## config.mk

```make
export PLATFORM = sky130hd
export DESIGN_NAME = displayTop
export DESIGN_NICKNAME = d
export VERILOG_FILES = /design/src/design/displayPkg.sv /design/src/design/timingIf.sv /design/src/design/displayTiming.sv /design/src/design/frameCtrl.sv /design/src/design/wbRegs.sv /design/src/design/patternGen.sv /design/src/design/displayTop.sv
export SDC_FILE = /design/constraint.sdc
export NUM_CORES = 1
export LEC_CHECK = 0
export ABC_AREA = 1
export BUFFER_PORTS_ARGS = -buffer_cell sky130_fd_sc_hd__buf_2
export CAP_MARGIN = 20
export CORE_UTILIZATION = 50
export DETAILED_ROUTE_END_ITERATION = 10
export HOLD_SLACK_MARGIN = 0.03
export PLACE_DENSITY = 0.68
export SYNTH_ARGS = -nofsm -noshare
export SYNTH_HDL_FRONTEND = slang
export SYNTH_SLANG_ARGS = --single-unit
export TNS_END_PERCENT = 5
```

## constraint.sdc

```tcl
create_clock -name iClk -period 3.8 [get_ports iClk]
set_input_delay 0.57 -clock iClk [delete_from_list [all_inputs] [get_ports iClk]]
set_output_delay 0.57 -clock iClk [all_outputs]
set_load 0.01 [all_outputs]
```

## src/design/displayPkg.sv

```systemverilog
package displayPkg;

    // ------------------------------------------------------------------------
    // video timing, 640x480 at a 25 MHz class pixel clock
    // ------------------------------------------------------------------------
    localparam int hDisplay   = 640;
    localparam int hFront     = 16;
    localparam int hSync      = 96;
    localparam int hBack      = 48;
    localparam int hTotal     = hDisplay + hFront + hSync + hBack;
    localparam int hCntW      = 10;
    // hsync window starts after the front porch
    localparam int hSyncStart = hDisplay + hFront;
    localparam int hSyncEnd   = hSyncStart + hSync;

    localparam int vDisplay   = 480;
    localparam int vBottom    = 11;
    localparam int vSync      = 2;
    localparam int vTop       = 31;
    localparam int vTotal     = vDisplay + vBottom + vSync + vTop;
    localparam int vCntW      = 10;
    // vsync window starts after the bottom porch
    localparam int vSyncStart = vDisplay + vBottom;
    localparam int vSyncEnd   = vSyncStart + vSync;

    // both syncs active low
    localparam logic syncOn  = 1'b0;
    localparam logic syncOff = 1'b1;

    // ------------------------------------------------------------------------
    // pixel and configuration types
    // ------------------------------------------------------------------------
    typedef struct packed {
        logic [7:0] red;
        logic [7:0] green;
        logic [7:0] blue;
    } rgbT;

    typedef enum logic [1:0] {
        patSolid,
        patBars,
        patChecker,
        patGradient
    } patternE;

    localparam int tileW = 3;

    typedef struct packed {
        logic             enable;
        patternE          mode;
        rgbT              fg;
        rgbT              bg;
        logic [tileW-1:0] tileShift;
    } cfgT;

    // ------------------------------------------------------------------------
    // register map, word addresses on a 32 bit bus
    // ------------------------------------------------------------------------
    localparam int dataW = 32;
    localparam int adrW  = 4;

    localparam logic [adrW-1:0] regCtrl = adrW'(0);
    localparam logic [adrW-1:0] regFg   = adrW'(1);
    localparam logic [adrW-1:0] regBg   = adrW'(2);
    localparam logic [adrW-1:0] regTile = adrW'(3);

    // ------------------------------------------------------------------------
    // colors and pattern constants
    // ------------------------------------------------------------------------
    localparam rgbT colorWhite = '{8'hff, 8'hff, 8'hff};
    localparam rgbT colorBlack = '{8'h00, 8'h00, 8'h00};

    // eight bars across the active width
    localparam int barWidth = 80;

    localparam rgbT barColors [0:7] = '{
        colorWhite,
        '{8'hff, 8'hff, 8'h00},
        '{8'h00, 8'hff, 8'hff},
        '{8'h00, 8'hff, 8'h00},
        '{8'hff, 8'h00, 8'hff},
        '{8'hff, 8'h00, 8'h00},
        '{8'h00, 8'h00, 8'hff},
        colorBlack
    };

    // register contents after reset
    localparam cfgT cfgReset = '{
        enable:    1'b0,
        mode:      patSolid,
        fg:        colorWhite,
        bg:        colorBlack,
        tileShift: tileW'(5)
    };

endpackage

```

## src/design/timingIf.sv

```systemverilog
`timescale 1ns/1ps

interface timingIf;
    import displayPkg::*;

    // active area flag
    logic             de;
    // raw syncs, active low
    logic             hsync;
    logic             vsync;
    // current pixel position
    logic [hCntW-1:0] x;
    logic [vCntW-1:0] y;
    // one clock pulse at the origin
    logic             frameStart;

    // timing generator side
    modport source (output de, hsync, vsync, x, y, frameStart);

    // frame control and pattern side
    modport sink (input de, hsync, vsync, x, y, frameStart);

endinterface

```

## src/design/displayTiming.sv

```systemverilog
`timescale 1ns/1ps

module displayTiming (
    input logic   iClk,
    input logic   rstN,
    timingIf.source tim
);
    import displayPkg::*;

    // ------------------------------------------------------------------------
    // position counters
    // ------------------------------------------------------------------------
    logic [hCntW-1:0] hCnt;
    logic [vCntW-1:0] vCnt;
    logic             hWrap;
    logic             vWrap;

    // last column of a line
    assign hWrap = (hCnt == hCntW'(hTotal - 1));
    // last line of a frame
    assign vWrap = (vCnt == vCntW'(vTotal - 1));

    // x runs every clock
    always_ff @(posedge iClk) begin
        if (!rstN) begin
            hCnt <= '0;
        end else if (hWrap) begin
            hCnt <= '0;
        end else begin
            hCnt <= hCnt + 1'b1;
        end
    end

    // y steps once per line
    always_ff @(posedge iClk) begin
        if (!rstN) begin
            vCnt <= '0;
        end else if (hWrap) begin
            if (vWrap) begin
                vCnt <= '0;
            end else begin
                vCnt <= vCnt + 1'b1;
            end
        end
    end

    // ------------------------------------------------------------------------
    // decoded timing
    // ------------------------------------------------------------------------
    logic hActive;
    logic vActive;
    logic hInSync;
    logic vInSync;

    // visible region
    assign hActive = (hCnt < hCntW'(hDisplay));
    assign vActive = (vCnt < vCntW'(vDisplay));

    // sync windows follow the front and bottom porches
    assign hInSync = (hCnt >= hCntW'(hSyncStart)) && (hCnt < hCntW'(hSyncEnd));
    assign vInSync = (vCnt >= vCntW'(vSyncStart)) && (vCnt < vCntW'(vSyncEnd));

    assign tim.de    = hActive && vActive;
    assign tim.hsync = hInSync ? syncOn : syncOff;
    assign tim.vsync = vInSync ? syncOn : syncOff;
    assign tim.x     = hCnt;
    assign tim.y     = vCnt;

    // origin marker, first clock after reset lands here
    assign tim.frameStart = (hCnt == '0) && (vCnt == '0);

endmodule

```

## src/design/frameCtrl.sv

```systemverilog
`timescale 1ns/1ps

module frameCtrl (
    input logic             iClk,
    input logic             rstN,
    timingIf.sink           tim,
    input displayPkg::cfgT  liveCfg,
    output displayPkg::cfgT frameCfg,
    output logic            outEn
);
    import displayPkg::*;

    typedef enum logic [1:0] {
        idle,
        armed,
        run,
        drain
    } stateE;

    stateE state;
    stateE stateNext;
    cfgT   cfgQ;

    // ------------------------------------------------------------------------
    // output FSM
    // ------------------------------------------------------------------------
    always_comb begin
        stateNext = state;
        case (state)
            // enable seen right on the origin goes straight to run
            idle: begin
                if (liveCfg.enable) begin
                    stateNext = tim.frameStart ? run : armed;
                end
            end
            armed: begin
                if (!liveCfg.enable) begin
                    stateNext = idle;
                end else if (tim.frameStart) begin
                    stateNext = run;
                end
            end
            run: begin
                if (!liveCfg.enable) begin
                    stateNext = tim.frameStart ? idle : drain;
                end
            end
            // output off, hold until the frame boundary
            drain: begin
                if (tim.frameStart) begin
                    stateNext = liveCfg.enable ? run : idle;
                end
            end
            default: stateNext = idle;
        endcase
    end

    always_ff @(posedge iClk) begin
        if (!rstN) begin
            state <= idle;
            cfgQ  <= '0;
        end else begin
            state <= stateNext;
            // configuration snapshot at every origin
            if (tim.frameStart) begin
                cfgQ <= liveCfg;
            end
        end
    end

    // decision for the current pixel, so pixel (0,0) is already covered
    assign outEn = (stateNext == run);

    // live values pass through on the origin pixel itself
    assign frameCfg = tim.frameStart ? liveCfg : cfgQ;

endmodule

```

## src/design/wbRegs.sv

```systemverilog
`timescale 1ns/1ps

module wbRegs (
    input logic                         iClk,
    input logic                         rstN,
    input logic                         cyc,
    input logic                         stb,
    input logic                         we,
    input logic [displayPkg::adrW-1:0]  adr,
    input logic [displayPkg::dataW-1:0] datW,
    output logic [displayPkg::dataW-1:0] datR,
    output logic                        ack,
    output displayPkg::cfgT             liveCfg
);
    import displayPkg::*;

    localparam int colorW = $bits(rgbT);

    cfgT              cfgQ;
    logic             access;
    logic [dataW-1:0] readWord;

    // new request, ack not yet given
    assign access = cyc && stb && !ack;

    // ------------------------------------------------------------------------
    // read decode, unused bits zero
    // ------------------------------------------------------------------------
    always_comb begin
        readWord = '0;
        case (adr)
            regCtrl: begin
                readWord[0]   = cfgQ.enable;
                readWord[2:1] = cfgQ.mode;
            end
            regFg:   readWord[colorW-1:0] = cfgQ.fg;
            regBg:   readWord[colorW-1:0] = cfgQ.bg;
            regTile: readWord[tileW-1:0]  = cfgQ.tileShift;
            default: readWord = '0;
        endcase
    end

    // ------------------------------------------------------------------------
    // handshake and register writes
    // ------------------------------------------------------------------------
    always_ff @(posedge iClk) begin
        if (!rstN) begin
            ack  <= 1'b0;
            cfgQ <= cfgReset;
        end else begin
            // single clock ack, one cycle after request
            ack <= access;
            if (access && we) begin
                case (adr)
                    regCtrl: begin
                        cfgQ.enable <= datW[0];
                        cfgQ.mode   <= patternE'(datW[2:1]);
                    end
                    regFg:   cfgQ.fg        <= rgbT'(datW[colorW-1:0]);
                    regBg:   cfgQ.bg        <= rgbT'(datW[colorW-1:0]);
                    regTile: cfgQ.tileShift <= datW[tileW-1:0];
                    // unmapped, acked and dropped
                    default: cfgQ <= cfgQ;
                endcase
            end
        end
    end

    // read data presented alongside ack
    always_ff @(posedge iClk) begin
        datR <= access ? readWord : '0;
    end

    assign liveCfg = cfgQ;

endmodule

```

## src/design/patternGen.sv

```systemverilog
`timescale 1ns/1ps

module patternGen (
    input logic             iClk,
    input logic             rstN,
    timingIf.sink           tim,
    input displayPkg::cfgT  frameCfg,
    input logic             outEn,
    output displayPkg::rgbT rgb,
    output logic            de,
    output logic            hsync,
    output logic            vsync
);
    import displayPkg::*;

    logic [2:0]       barIdx;
    logic             tileBit;
    logic             deNext;
    rgbT              color;

    // ------------------------------------------------------------------------
    // pattern math
    // ------------------------------------------------------------------------
    // bar index 0..7 across the active width
    assign barIdx = 3'(tim.x / barWidth);

    // tile parity from the selected position bit
    assign tileBit = tim.x[frameCfg.tileShift] ^ tim.y[frameCfg.tileShift];

    // gated data enable
    assign deNext = tim.de && outEn;

    always_comb begin
        case (frameCfg.mode)
            patSolid: begin
                color = frameCfg.fg;
            end
            patBars: begin
                color = barColors[barIdx];
            end
            patChecker: begin
                color = tileBit ? frameCfg.fg : frameCfg.bg;
            end
            patGradient: begin
                // x and y ramps with blue from fg
                color.red   = tim.x[7:0];
                color.green = tim.y[7:0];
                color.blue  = frameCfg.fg.blue;
            end
            default: begin
                color = frameCfg.fg;
            end
        endcase
    end

    // ------------------------------------------------------------------------
    // output stage one clock behind the position
    // ------------------------------------------------------------------------
    always_ff @(posedge iClk) begin
        if (!rstN) begin
            de    <= 1'b0;
            rgb   <= '0;
            hsync <= syncOff;
            vsync <= syncOff;
        end else begin
            de <= deNext;
            // black outside the active area
            rgb   <= deNext ? color : '0;
            hsync <= tim.hsync;
            vsync <= tim.vsync;
        end
    end

endmodule

```

## src/design/displayTop.sv

```systemverilog
`timescale 1ns/1ps

module displayTop (
    input logic                          iClk,
    input logic                          rstN,
    // wishbone classic slave
    input logic                          cyc,
    input logic                          stb,
    input logic                          we,
    input logic [displayPkg::adrW-1:0]   adr,
    input logic [displayPkg::dataW-1:0]  datW,
    output logic [displayPkg::dataW-1:0] datR,
    output logic                         ack,
    // video out
    output logic [23:0]                  rgb,
    output logic                         de,
    output logic                         hsync,
    output logic                         vsync
);
    import displayPkg::*;

    // ------------------------------------------------------------------------
    // internal nets
    // ------------------------------------------------------------------------
    cfgT  liveCfg;
    cfgT  frameCfg;
    logic outEn;

    timingIf tim0 ();

    // raster counters
    displayTiming timing0 (
        .iClk (iClk),
        .rstN (rstN),
        .tim  (tim0.source)
    );

    // bus side configuration
    wbRegs regs0 (
        .iClk    (iClk),
        .rstN    (rstN),
        .cyc     (cyc),
        .stb     (stb),
        .we      (we),
        .adr     (adr),
        .datW    (datW),
        .datR    (datR),
        .ack     (ack),
        .liveCfg (liveCfg)
    );

    // frame aligned enable and config
    frameCtrl ctrl0 (
        .iClk     (iClk),
        .rstN     (rstN),
        .tim      (tim0.sink),
        .liveCfg  (liveCfg),
        .frameCfg (frameCfg),
        .outEn    (outEn)
    );

    // pixel stage
    patternGen pattern0 (
        .iClk     (iClk),
        .rstN     (rstN),
        .tim      (tim0.sink),
        .frameCfg (frameCfg),
        .outEn    (outEn),
        .rgb      (rgb),
        .de       (de),
        .hsync    (hsync),
        .vsync    (vsync)
    );

endmodule

```

# Yosys cells after proc, flatten, opt, wreduce, memory -nomap -nowiden
# Memory sizes are Yosys's and may differ from the RTL's.
# Index checks and enable logic that the tools add are counted.
word_totals:
  in_bits: 41
  latchBits: 0
  ram_bits: 0
  romBits: 192
  out_inout_bits: 60
  reg_bits: 181
  n_memories: 1
  word_cells: 98
op_classes:
  n_mux: 23
  n_mul: 0
  div_mod_pow: 1
  n_bitwise: 3
  n_eq_ne: 12
  magnitude_cmp: 8
  reduce_logical: 20
  add_sub_neg: 2
  shifts: 0
memory_table:
  columns: ["name", "depth", "word_bits", "rd", "rd_clocked_by_memory_dff", "wr", "line_no", "text"]
  rows:
  - ["(no name shown)", 8, 24, 1, 0, 0, "patternGen.sv:39", "color = barColors[barIdx];"]
ops:
  columns: ["op", "n"]
  rows:
  - ["$pmux 24 s4", 1]
  - ["$mux 24", 3]
  - ["$mux 53", 1]
  - ["$pmux 21 s2", 1]
  - ["$div 10x7->32 const B", 1]
  - ["$add 10x1->10 const B", 2]
  - ["$eq 10x10->1 const B", 2]
  - ["$logic_not 10->1", 2]
  - ["$lt 10x10->1 const B", 2]
  - ["$lt 10x9->1 const B", 2]
  - ["$mux 2", 8]
  - ["$pmux 3 s4", 1]
  - ["$eq 2x2->1 const B", 5]
  - ["$ge 10x10->1 const B", 1]
  - ["$ge 10x9->1 const B", 1]
  - ["$mux 10", 1]
  - ["$reduce_and 2->1", 5]
  - ["$eq 4x2->1 const B", 2]
  - ["$logic_and 1x1->1", 8]
  - ["$pmux 2 s4", 1]
  - ["$bmux 1 s3", 2]
  - ["$lt 3x5->1 const B", 1]
  - ["$eq 2x1->1 const B", 2]
  - ["$eq 4x1->1 const B", 1]
  - ["other kinds (9)", 13]

# Logic depth before layout (Yosys ltp)
# Gate-level depths: netlist (run 1).
depth:
  ltp_word: 8
  ltp_mapped: 21
  mapped_depth_nobuf: 20

# By module
# A second synthesis (run 1) with hierarchy kept.
unflattened:
  cells_unflattened: 1270
  area_unflattened_um2: 9146.3
by_module_without_submodules:
  columns: ["module", "cells_each", "seq_area_each_um2", "instances", "area_per_inst_um2"]
  rows:
  - ["wbRegs", 447, 1581.5, 1, 3221.8]
  - ["frameCtrl", 302, 1121.1, 1, 2567.5]
  - ["patternGen", 335, 540.5, 1, 2135.8]
  - ["displayTiming", 186, 400.4, 1, 1221.2]

# Worst setup path after synthesis (run 1)
# OpenSTA, ideal clock, no wires.
synth_path:
  path_type: "reg-to-reg"
  from: "reg timing0.hCnt[7] (netlist: timing0.tim.x[7])"
  to: "reg, netlist name pattern0.rgb[0]"
  required_ps: 3691
  slack_ps: 1427
  setup_ps: 109
  stages_incl_launch_ff: 16
  n_path_buf: 0
  synth_period_minus_slack_ps: 2373
  arrival_ps: 2264
  cell_sequence: "dfxtp_1 > nor2_1 > inv_1 > ha_1 > o21ai_1 > nand3_1 > nand2_1 > nand2_1 > nor2_1 > nand3_1 > nand3_1 > nor2_1 > nand4_2 > nand3_1 > nand2_1 > inv_1"
synth_between:
  elab_chain_len: 8
  elab_cells_between_ends: 32
  cone_classes: "div (1); order compare (1); eq/ne (4); mux (17); bitwise (2); reduce/logical (6); memory (1)"
synth_lines:
  columns: ["item", "line_no", "text"]
  rows:
  - ["from (decl)", "displayTiming.sv:13", "logic [hCntW-1:0] hCnt;"]
  - ["from (signal assigned)", "displayTiming.sv:30", "hCnt <= hCnt + 1'b1;"]
  - ["branches (longest 8 deep; another with $div 10x7->32)", null, null]
# Several ways; the timed one is not identified. The select of a mux whose other input is x is not followed.
# A chain may end at the register's enable or synchronous reset.

# Worst setup path in the final report (run 1)
layout_path:
  from: "reg timing0.vCnt[0] (netlist: timing0.tim.y[0])"
  to: "reg, netlist name pattern0.rgb[20]"
layout_between:
  elab_chain_len: 8
  elab_cells_between_ends: 27
  cone_classes: "order compare (1); eq/ne (4); mux (15); bitwise (1); reduce/logical (6)"
layout_lines:
  columns: ["item", "line_no", "text"]
  rows:
  - ["from (decl)", "displayTiming.sv:14", "logic [vCntW-1:0] vCnt;"]
  - ["from (signal assigned)", "displayTiming.sv:42", "vCnt <= vCnt + 1'b1;"]
  - ["$logic_not 10->1", "displayTiming.sv:70", "assign tim.frameStart = (hCnt == '0) && (vCnt == '0);"]
  - ["$logic_and 1x1->1", "displayTiming.sv:70", null]
  - ["$mux 53, or another cell as far along", "frameCtrl.sv:75", "assign frameCfg = tim.frameStart ? liveCfg : cfgQ;"]
  - ["$bmux 1 s3, or another cell as far along", "patternGen.sv:28", "assign tileBit = tim.x[frameCfg.tileShift] ^ tim.y[frameCfg.tileShift];"]
  - ["$mux 1 (implied by the code) / $pmux 2 s4 (equally long branches)", "patternGen.sv:28, frameCtrl.sv:29", null]
  - ["$xor 1x1->1 / $eq 2x2->1 (equally long branches)", "patternGen.sv:28, frameCtrl.sv:72", null]
  - ["$mux 24 / $logic_and 1x1->1 (equally long branches)", "patternGen.sv:42, patternGen.sv:31", null]
  - ["$pmux 24 s4 / $reduce_and 2->1 (equally long branches)", null, null]
# Several ways; a longest one is shown, not always the timed one. The select of a mux whose other input is x is not followed.

==> summary.txt, run 1 <==
SETUP PATH
--------------------------------------------------------------------------------
Destination of the critical timing path                             pattern0.rgb[20]$_SDFF_PN0_
Setup slack, reg-to-reg                                                  0.62 ns
Biggest cell delay along the critical path                               0.39 ns
Required time worst endpoint                                             4.19 ns
Crit-path slowest cell                                                   o21ai_1
CP Launch Type                                                              flop
Arrival time at the worst endpoint                                       3.56 ns
Start of the worst register-to-register path                        timing0.tim.y[0]$_SDFFE_PN0P_
Category of the most critical setup path                            flop to flop
Endpoint class of the critical path                                         flop
Critical path's most frequent cell                                       nand2_1
CP cell instances                                                   inv_1, ha_1, nand3_1, nor2_1, nand3_4, o21ai_1, nand3_1, nand2_1, nand2_1, nand2_1, inv_2, nand2_4, nand2_4, nand2_1, nand3_1, nand3_1, nand2_1, inv_1
Worst Setup SP                                                      timing0.tim.y[0]$_SDFFE_PN0P_
Endpoint of the worst-slack reg-to-reg timing path                  pattern0.rgb[20]$_SDFF_PN0_
CP Max Fanout                                                                 25
R2R depth                                                                     18

DRT
--------------------------------------------------------------------------------
Number of iterations in the first detailed-routing pass                        5
Routed met3 length                                                       1440 um
Wire length per cell after detailed routing                              15.6 um
Drt via density                                                             5.33
Number of remaining DRC errors                                                 0
Initial detailed-routing violation count                                     572
Detail Route Antenna Nets                                                      0
Wire length on met1                                                      9620 um
Routed wire length on met2                                              10100 um
Vias post-DR                                                                7405
Top routing layer in use                                                    met4
Routed WL                                                               21700 um

LOGIC SYNTHESIS
--------------------------------------------------------------------------------
Main flop type after synthesis                                           dfxtp_1
Fraction of registers with async set/reset                                    0%
Post-synthesis cell type with the largest combined area                  dfxtp_1
Most instantiated library cell after synthesis                           dfxtp_1
Gate count after technology mapping                                         1101
Synth top area cells                                                dfxtp_1 (45%), nor2_1 (7.2%), nand2_1 (7.1%)
Post-synthesis sequential area ratio                                       45.2%
Fraction of synthesized cell area taken by the top area cell type          45.2%
Number of register bits inferred by synthesis                                181
Yosys warning total                                                            0
Syn Std Cell Area                                                      8010 um^2
Top cell types by occurrence after synthesis                        dfxtp_1 (181), nor2_1 (154), nand2_1 (152)
Number of enable-type register cells in the synthesized netlist                0
Mean instance size in the synthesized netlist                          7.27 um^2
Distinct cell type count of the synthesized netlist                           41

GLOBAL ROUTE
--------------------------------------------------------------------------------
Via count of the first global-routing pass                                  6857
Pin count of the biggest net entering global routing                          39
All-Layer GR Usage                                                         27.7%
Number of antenna violations at the first check in global routing              0
Wire length of the first global-routing pass                            35200 um
GR Overflow Total                                                              0

STA
--------------------------------------------------------------------------------
Setup TNS Final                                                             0 ns
Tmin final                                                               3.18 ns
Ratio of final minimum period to clock period                              83.6%
Final setup viols                                                              0
Layout Skew                                                           0.00878 ns
Highest Clock Rate                                                       315 MHz
RSZ-0062 raised after global routing                                       false
Final worst-path setup slack                                            0.624 ns
Pins over their slew limit                                                     0
Hold Violations, Final                                                         0
Headroom to the max-slew limit                                             30.6%
Least-Margin Pin Slew                                                    1.04 ns
Hold Worst Slack                                                        0.359 ns

CLOCK TREE
--------------------------------------------------------------------------------
Clock latency on the worst-skew pair                                     0.44 ns
CTS tree                                                                    done
Root buffer selected by CTS                                            clkbuf_16
Total number of H-tree levels                                                  4
Post-CTS resize count                                                          0
Num CTS Buffers                                                               17
Buffer depth of the longest clock path                                         2
Clk slew on worst S/H paths                                              0.07 ns
# clock sinks                                                                181
Post-CTS Setup Bufs                                                            0
Hold Buf Count CTS                                                             0

DIE
--------------------------------------------------------------------------------
Placeable core region                                                 15400 um^2
Number of rows in the core area                                               45
Starting Density                                                           51.9%
Total Die Area                                                        16500 um^2
Horizontal die dimension                                                  129 um
Boundary pin count                                                           101
Die height                                                                129 um

FINISH
--------------------------------------------------------------------------------
Final cell count without fillers                                            1390
Share of post-route cells with drive strength above 1                      13.6%
Final net count                                                             1213
Layout Utilization                                                         59.4%
Synthesis-to-finish area growth                                            14.4%
Antenna cell count                                                             0

PLACE
--------------------------------------------------------------------------------
Final weighted congestion in routability-driven placement                  0.878
Post-DP HPWL                                                            14800 um
Pre-CTS worst setup slack                                               0.672 ns
Buffers added on ports                                                        84
Post-Place Cells                                                            1358

RUN
--------------------------------------------------------------------------------
Max_cap viols                                                                  0

POWER AND IR DROP
--------------------------------------------------------------------------------
Power Dens Cells                                                     483 nW/um^2
P_leak                                                                   4.37 nW
Peak ir drop on the vdd network                                       0.000331 V

RUN STATUS
--------------------------------------------------------------------------------
Run status                                                             completed

WORST HOLD PATH
--------------------------------------------------------------------------------
Min-delay worst type                                                primary input to flop

==> worst min-delay path by stage <==
stage / from / end / slack, ns / cells after the start
after CTS: datW[10] / regs0.liveCfg[37]$_SDFFE_PN1P_ / 0.35 / 3
after global placement: timing0.tim.x[0]$_SDFF_PP0_ / timing0.tim.x[0]$_SDFF_PP0_ / 0.44 / 1
after floorplan: timing0.tim.x[0]$_SDFF_PP0_ / timing0.tim.x[0]$_SDFF_PP0_ / 0.43 / 1
after detailed placement: timing0.tim.x[0]$_SDFF_PP0_ / timing0.tim.x[0]$_SDFF_PP0_ / 0.45 / 1
after global routing: datW[11] / regs0.liveCfg[38]$_SDFFE_PN1P_ / 0.37 / 3
final: datW[10] / regs0.liveCfg[37]$_SDFFE_PN1P_ / 0.36 / 3
==> critical path: cells and delay by family (launching register included) <==
kind | cells | cell delay (ns)
AND/OR/NAND/NOR | 13 | 1.93
AO/OA/AOI/OAI | 1 | 0.39
flip-flops | 1 | 0.34
buffers and inverters | 3 | 0.25
adder cells (fa/ha/maj) | 1 | 0.21
==> layout by cell type (no fill, tap or decap), types with 4 or more instances in the layout <==
cell type and instances:
nand3_1 103, nand4_1 11, nand2_4 4, clkbuf_16 17, dfxtp_1 181, nand2_1 152, buf_4 15, clkinv_4 4
o21ai_1 5, nor2_1 153, a211oi_1 8, a21oi_1 106, a221oi_1 4, buf_2 84, nor3_1 18, inv_2 7
ha_1 6, nor2_2 4, nand2_2 5, conb_1 8, inv_1 129, o21ai_0 93, mux2i_1 21
==> per-layer routing <==
layer  vias up  GRT usage (%)
met3        33           5.28
met1      3420           36.1
met2       252           45.9
met5         -              0
met4         0           9.69
li1       3700              -
==> through the flow <==
| stage | cell area (um^2) | total power, mW |
|---|---|---|
| floorplan | 8040 | 2.50 |
| global placement | 8560 | 2.66 |
| detailed placement | 8560 | 2.66 |
| CTS | 9160 | 4.43 |
| global route | 9160 | 4.59 |
| finish | 9160 | 4.43 |
==> area by class of cell <==
type                            count  area [um^2]
Fill cell                        1482         6270
Multi-Input combinational cell    730         3630
Sequential cell                   181         3620
Timing Repair Buffer               99          533
Inverter                          137          514
Clock buffer                       20          457
Tap cell                          211          264
Clock inverter                     12          143
==> cells by family (layout without fill, tap and decap cells) <==
group | count (synthesis) | count (layout) | synth area share (%)
flip-flops | 181 | 181 | 45.2
XOR/XNOR | 3 | 3 | 0.328
buffers and inverters | 197 | 268 | 9.97
multiplexers | 21 | 21 | 2.62
other | 1 | 8 | 0.0468
AO/OA/AOI/OAI | 227 | 227 | 15.0
AND/OR/NAND/NOR | 465 | 465 | 25.9
adder cells (fa/ha/maj) | 6 | 6 | 0.937
==> sequential cells by signal, indices dropped and copies added, names as in the netlist <==
signal          count
pattern0.de         1
pattern0.hsync      1
pattern0.rgb       24
regs0.ack           1
regs0.datR         24
timing0.tim.x      10
ctrl0.state         2
ctrl0.cfgQ         53
timing0.tim.y      10
regs0.liveCfg      54
pattern0.vsync      1
==> where the power goes <==
group,leakage (nW),total (mW),internal [mW],switching [mW]
clock,0.297,1.79,1.02,0.778
sequential,1.47,1.99,1.97,0.0215
combinational,2.61,0.640,0.188,0.453
No activity file was read; power rests on OpenSTA's default activity.
==> inputs of run 2 (changes only) <==
==> constraint.sdc (replaced) <==
create_clock -name iClk -period 3.3 [get_ports iClk]
set_input_delay 0.495 -clock iClk [delete_from_list [all_inputs] [get_ports iClk]]
set_output_delay 0.495 -clock iClk [all_outputs]
set_load 0.01 [all_outputs]
==> run 2 against run 1 <==
Net effect:
- via count up 1.8%
- core utilization up 0.52 points
- critical endpoint is now pattern0.rgb[5]$_SDFF_PN0_
- worst setup slack worse by 0.39 ns
- design area up 0.87%
- sequential cell count unchanged
- wire length down 0.13%
- worst hold slack worse by 0.065 ns
- power up 15%
- critical path depth down 2
- non-clock buffer count up 4
==> summary.txt, run 2 (synthesis gave the netlist of run 1 again) <==
WORST HOLD PATH
--------------------------------------------------------------------------------
Depth of the worst hold-timing path                                            3   unchanged
Min-delay worst type                                                primary input to flop

DIE
--------------------------------------------------------------------------------
Starting Density                                                           51.9%   unchanged
Total Die Area                                                        16500 um^2   unchanged
Boundary pin count                                                           101   unchanged
Die height                                                                129 um   unchanged
Horizontal die dimension                                                  129 um   unchanged
Placeable core region                                                 15400 um^2   unchanged
Number of rows in the core area                                               45   unchanged

FINISH
--------------------------------------------------------------------------------
Synthesis-to-finish area growth                                            15.4%
Layout Cell Area excl Fill                                             9240 um^2   +0.87%
Number of flip-flops in the largest register                                  54   unchanged
Share of post-route cells with drive strength above 1                      14.3%   +0.70 points
Most frequent cells in the layout                                   dfxtp_1 (181), nand2_1 (152), nor2_1 (151), inv_1 (129), a21oi_1 (106)
Final net count                                                             1218   +0.41%
Most common cell after layout, fill and taps aside                       dfxtp_1
Antenna cell count                                                             0   unchanged
Final cell count without fillers                                            1395   +0.36%

STA
--------------------------------------------------------------------------------
Final setup viols                                                              0   unchanged
Headroom to the max-slew limit                                             31.6%   +0.97 points
Pins over their slew limit                                                     0   unchanged
Least-Margin Pin Slew                                                    1.02 ns   -0.0146 ns
Final worst-path setup slack                                            0.235 ns   -0.389 ns
Hold Violations, Final                                                         0   unchanged
Layout Skew                                                           0.00995 ns   +0.00117 ns
Tmin final                                                               3.06 ns   -0.111 ns
Hold Worst Slack                                                        0.294 ns   -0.0647 ns
Highest Clock Rate                                                       326 MHz   +3.6%
Ratio of final minimum period to clock period                              92.9%   +9.3 points
RSZ-0062 raised after global routing                                        true

GLOBAL ROUTE
--------------------------------------------------------------------------------
Met2 demand-to-capacity share in global routing                            43.6%   -2.3 points
Via count of the first global-routing pass                                  6686   -2.5%
Pin count of the biggest net entering global routing                          79   +100%
GRT met1 Usage                                                             36.3%   +0.16 points
All-Layer GR Usage                                                         27.0%   -0.69 points
Global-route met3 utilization                                              4.57%   -0.71 points
Global-route layer with the greatest usage                                  met2
Wire length of the first global-routing pass                            34500 um   -2.0%
Number of antenna violations at the first check in global routing              0   unchanged
GR Overflow Total                                                              0   unchanged

PLACE
--------------------------------------------------------------------------------
Instance area after placement                                          8600 um^2   +0.41%
Pre-CTS worst setup slack                                               0.199 ns   -0.473 ns
Post-DP HPWL                                                            14700 um   -1.1%
Final weighted congestion in routability-driven placement                  0.893   +1.7%
Buffers added on ports                                                        84   unchanged
Post-Place Cells                                                            1361   +0.22%

CLOCK TREE
--------------------------------------------------------------------------------
# clock sinks                                                                181   unchanged
CTS tree                                                                    done
Root buffer selected by CTS                                            clkbuf_16
Buffer depth of the longest clock path                                         2   unchanged
Clock latency on the worst-skew pair                                     0.43 ns   about the same
Total number of H-tree levels                                                  4   unchanged
Clk slew on worst S/H paths                                              0.07 ns   about the same
Num CTS Buffers                                                               17   unchanged

POWER AND IR DROP
--------------------------------------------------------------------------------
Power Dens Cells                                                     553 nW/um^2   +14%
P_leak                                                                   4.41 nW   +0.79%
Peak ir drop on the vdd network                                       0.000388 V   +17%
Total chip power                                                         5.11 mW   +15%

DRT
--------------------------------------------------------------------------------
Number of remaining DRC errors                                                 0   unchanged
Vias post-DR                                                                7539   +1.8%
Drt via density                                                             5.40   +1.4%
Initial detailed-routing violation count                                     859   +50%
Number of iterations in the first detailed-routing pass                        5   unchanged
Routed WL                                                               21700 um   -0.13%
Detail Route Antenna Nets                                                      0   unchanged
Wire length per cell after detailed routing                              15.5 um   -0.49%

RUN
--------------------------------------------------------------------------------
Max_cap viols                                                                  0   unchanged

SETUP PATH
--------------------------------------------------------------------------------
R2R depth                                                                     16   -2
CP Launch Type                                                              flop
Endpoint class of the critical path                                         flop
Required time worst endpoint                                             3.63 ns   -0.56 ns
CP Max Fanout                                                                 13   -48%
Arrival time at the worst endpoint                                       3.39 ns   -0.17 ns
Category of the most critical setup path                            flop to flop

RUN STATUS
--------------------------------------------------------------------------------
Run status                                                             completed

[run 2: final timing paths]
path / slack, ns / endpoint / start
max: 0.24 / pattern0.rgb[5]$_SDFF_PN0_ / timing0.tim.y[0]$_SDFFE_PN0P_
min: 0.29 / regs0.liveCfg[35]$_SDFFE_PN1P_ / datW[8]
min reg2reg: 0.47 / regs0.datR[20]$_SDFF_PN0_ / regs0.liveCfg[47]$_SDFFE_PN1P_
max reg2reg: 0.24 / pattern0.rgb[5]$_SDFF_PN0_ / timing0.tim.y[0]$_SDFFE_PN0P_
[run 2: final cells by class]
class / count / area [um^2]
clock buffer: 20 / 467
clock inverter: 12 / 143
fill: 1459 / 6190
inverter: 137 / 514
multi-input combinational: 731 / 3650
sequential: 181 / 3620
tap: 211 / 264
timing repair buffer: 103 / 576
[run 2: stage by stage]
step / utilization (%) / TNS [ns]
2_1_floorplan: - / 0
3_3_place_gp: 55.7 / 0
3_5_place_dp: 55.7 / 0
4_1_cts: 59.7 / 0
5_1_grt: 59.9 / -0.00339
6_report: 59.9 / 0
[run 2: repair_timing]
action                                  in CTS  in global routing
hold buffers                                 0                  0
buffers inserted                             0                  1
gates resized for setup                      0                  4
endpoints found under the setup margin       0                 24
[run 2: report_power, final]
group	internal (mW)	total, mW	switching [mW]
clock network	1.19	2.07	0.882
registers	2.27	2.29	0.0241
logic	0.222	0.743	0.522
[run 2: routing by layer]
layer,up-vias,wire length (um)
met5,-,0
met4,0,472
met3,36,1630
met2,285,9890
met1,3503,9680
li1,3715,-
[run 2: critical path: stages (launching register included)]
cell     delay, ns
dfxtp_1       0.34
inv_1         0.14
ha_1          0.21
nand3_1       0.11
nor2_2        0.27
nand3_4       0.25
o21ai_1       0.32
inv_1         0.13
nand3_1       0.11
nand2_2       0.07
nand2_2       0.27
buf_4         0.28
nand3_1       0.10
nand3_1       0.10
nand3_1       0.08
nand2_1       0.12
inv_1         0.05
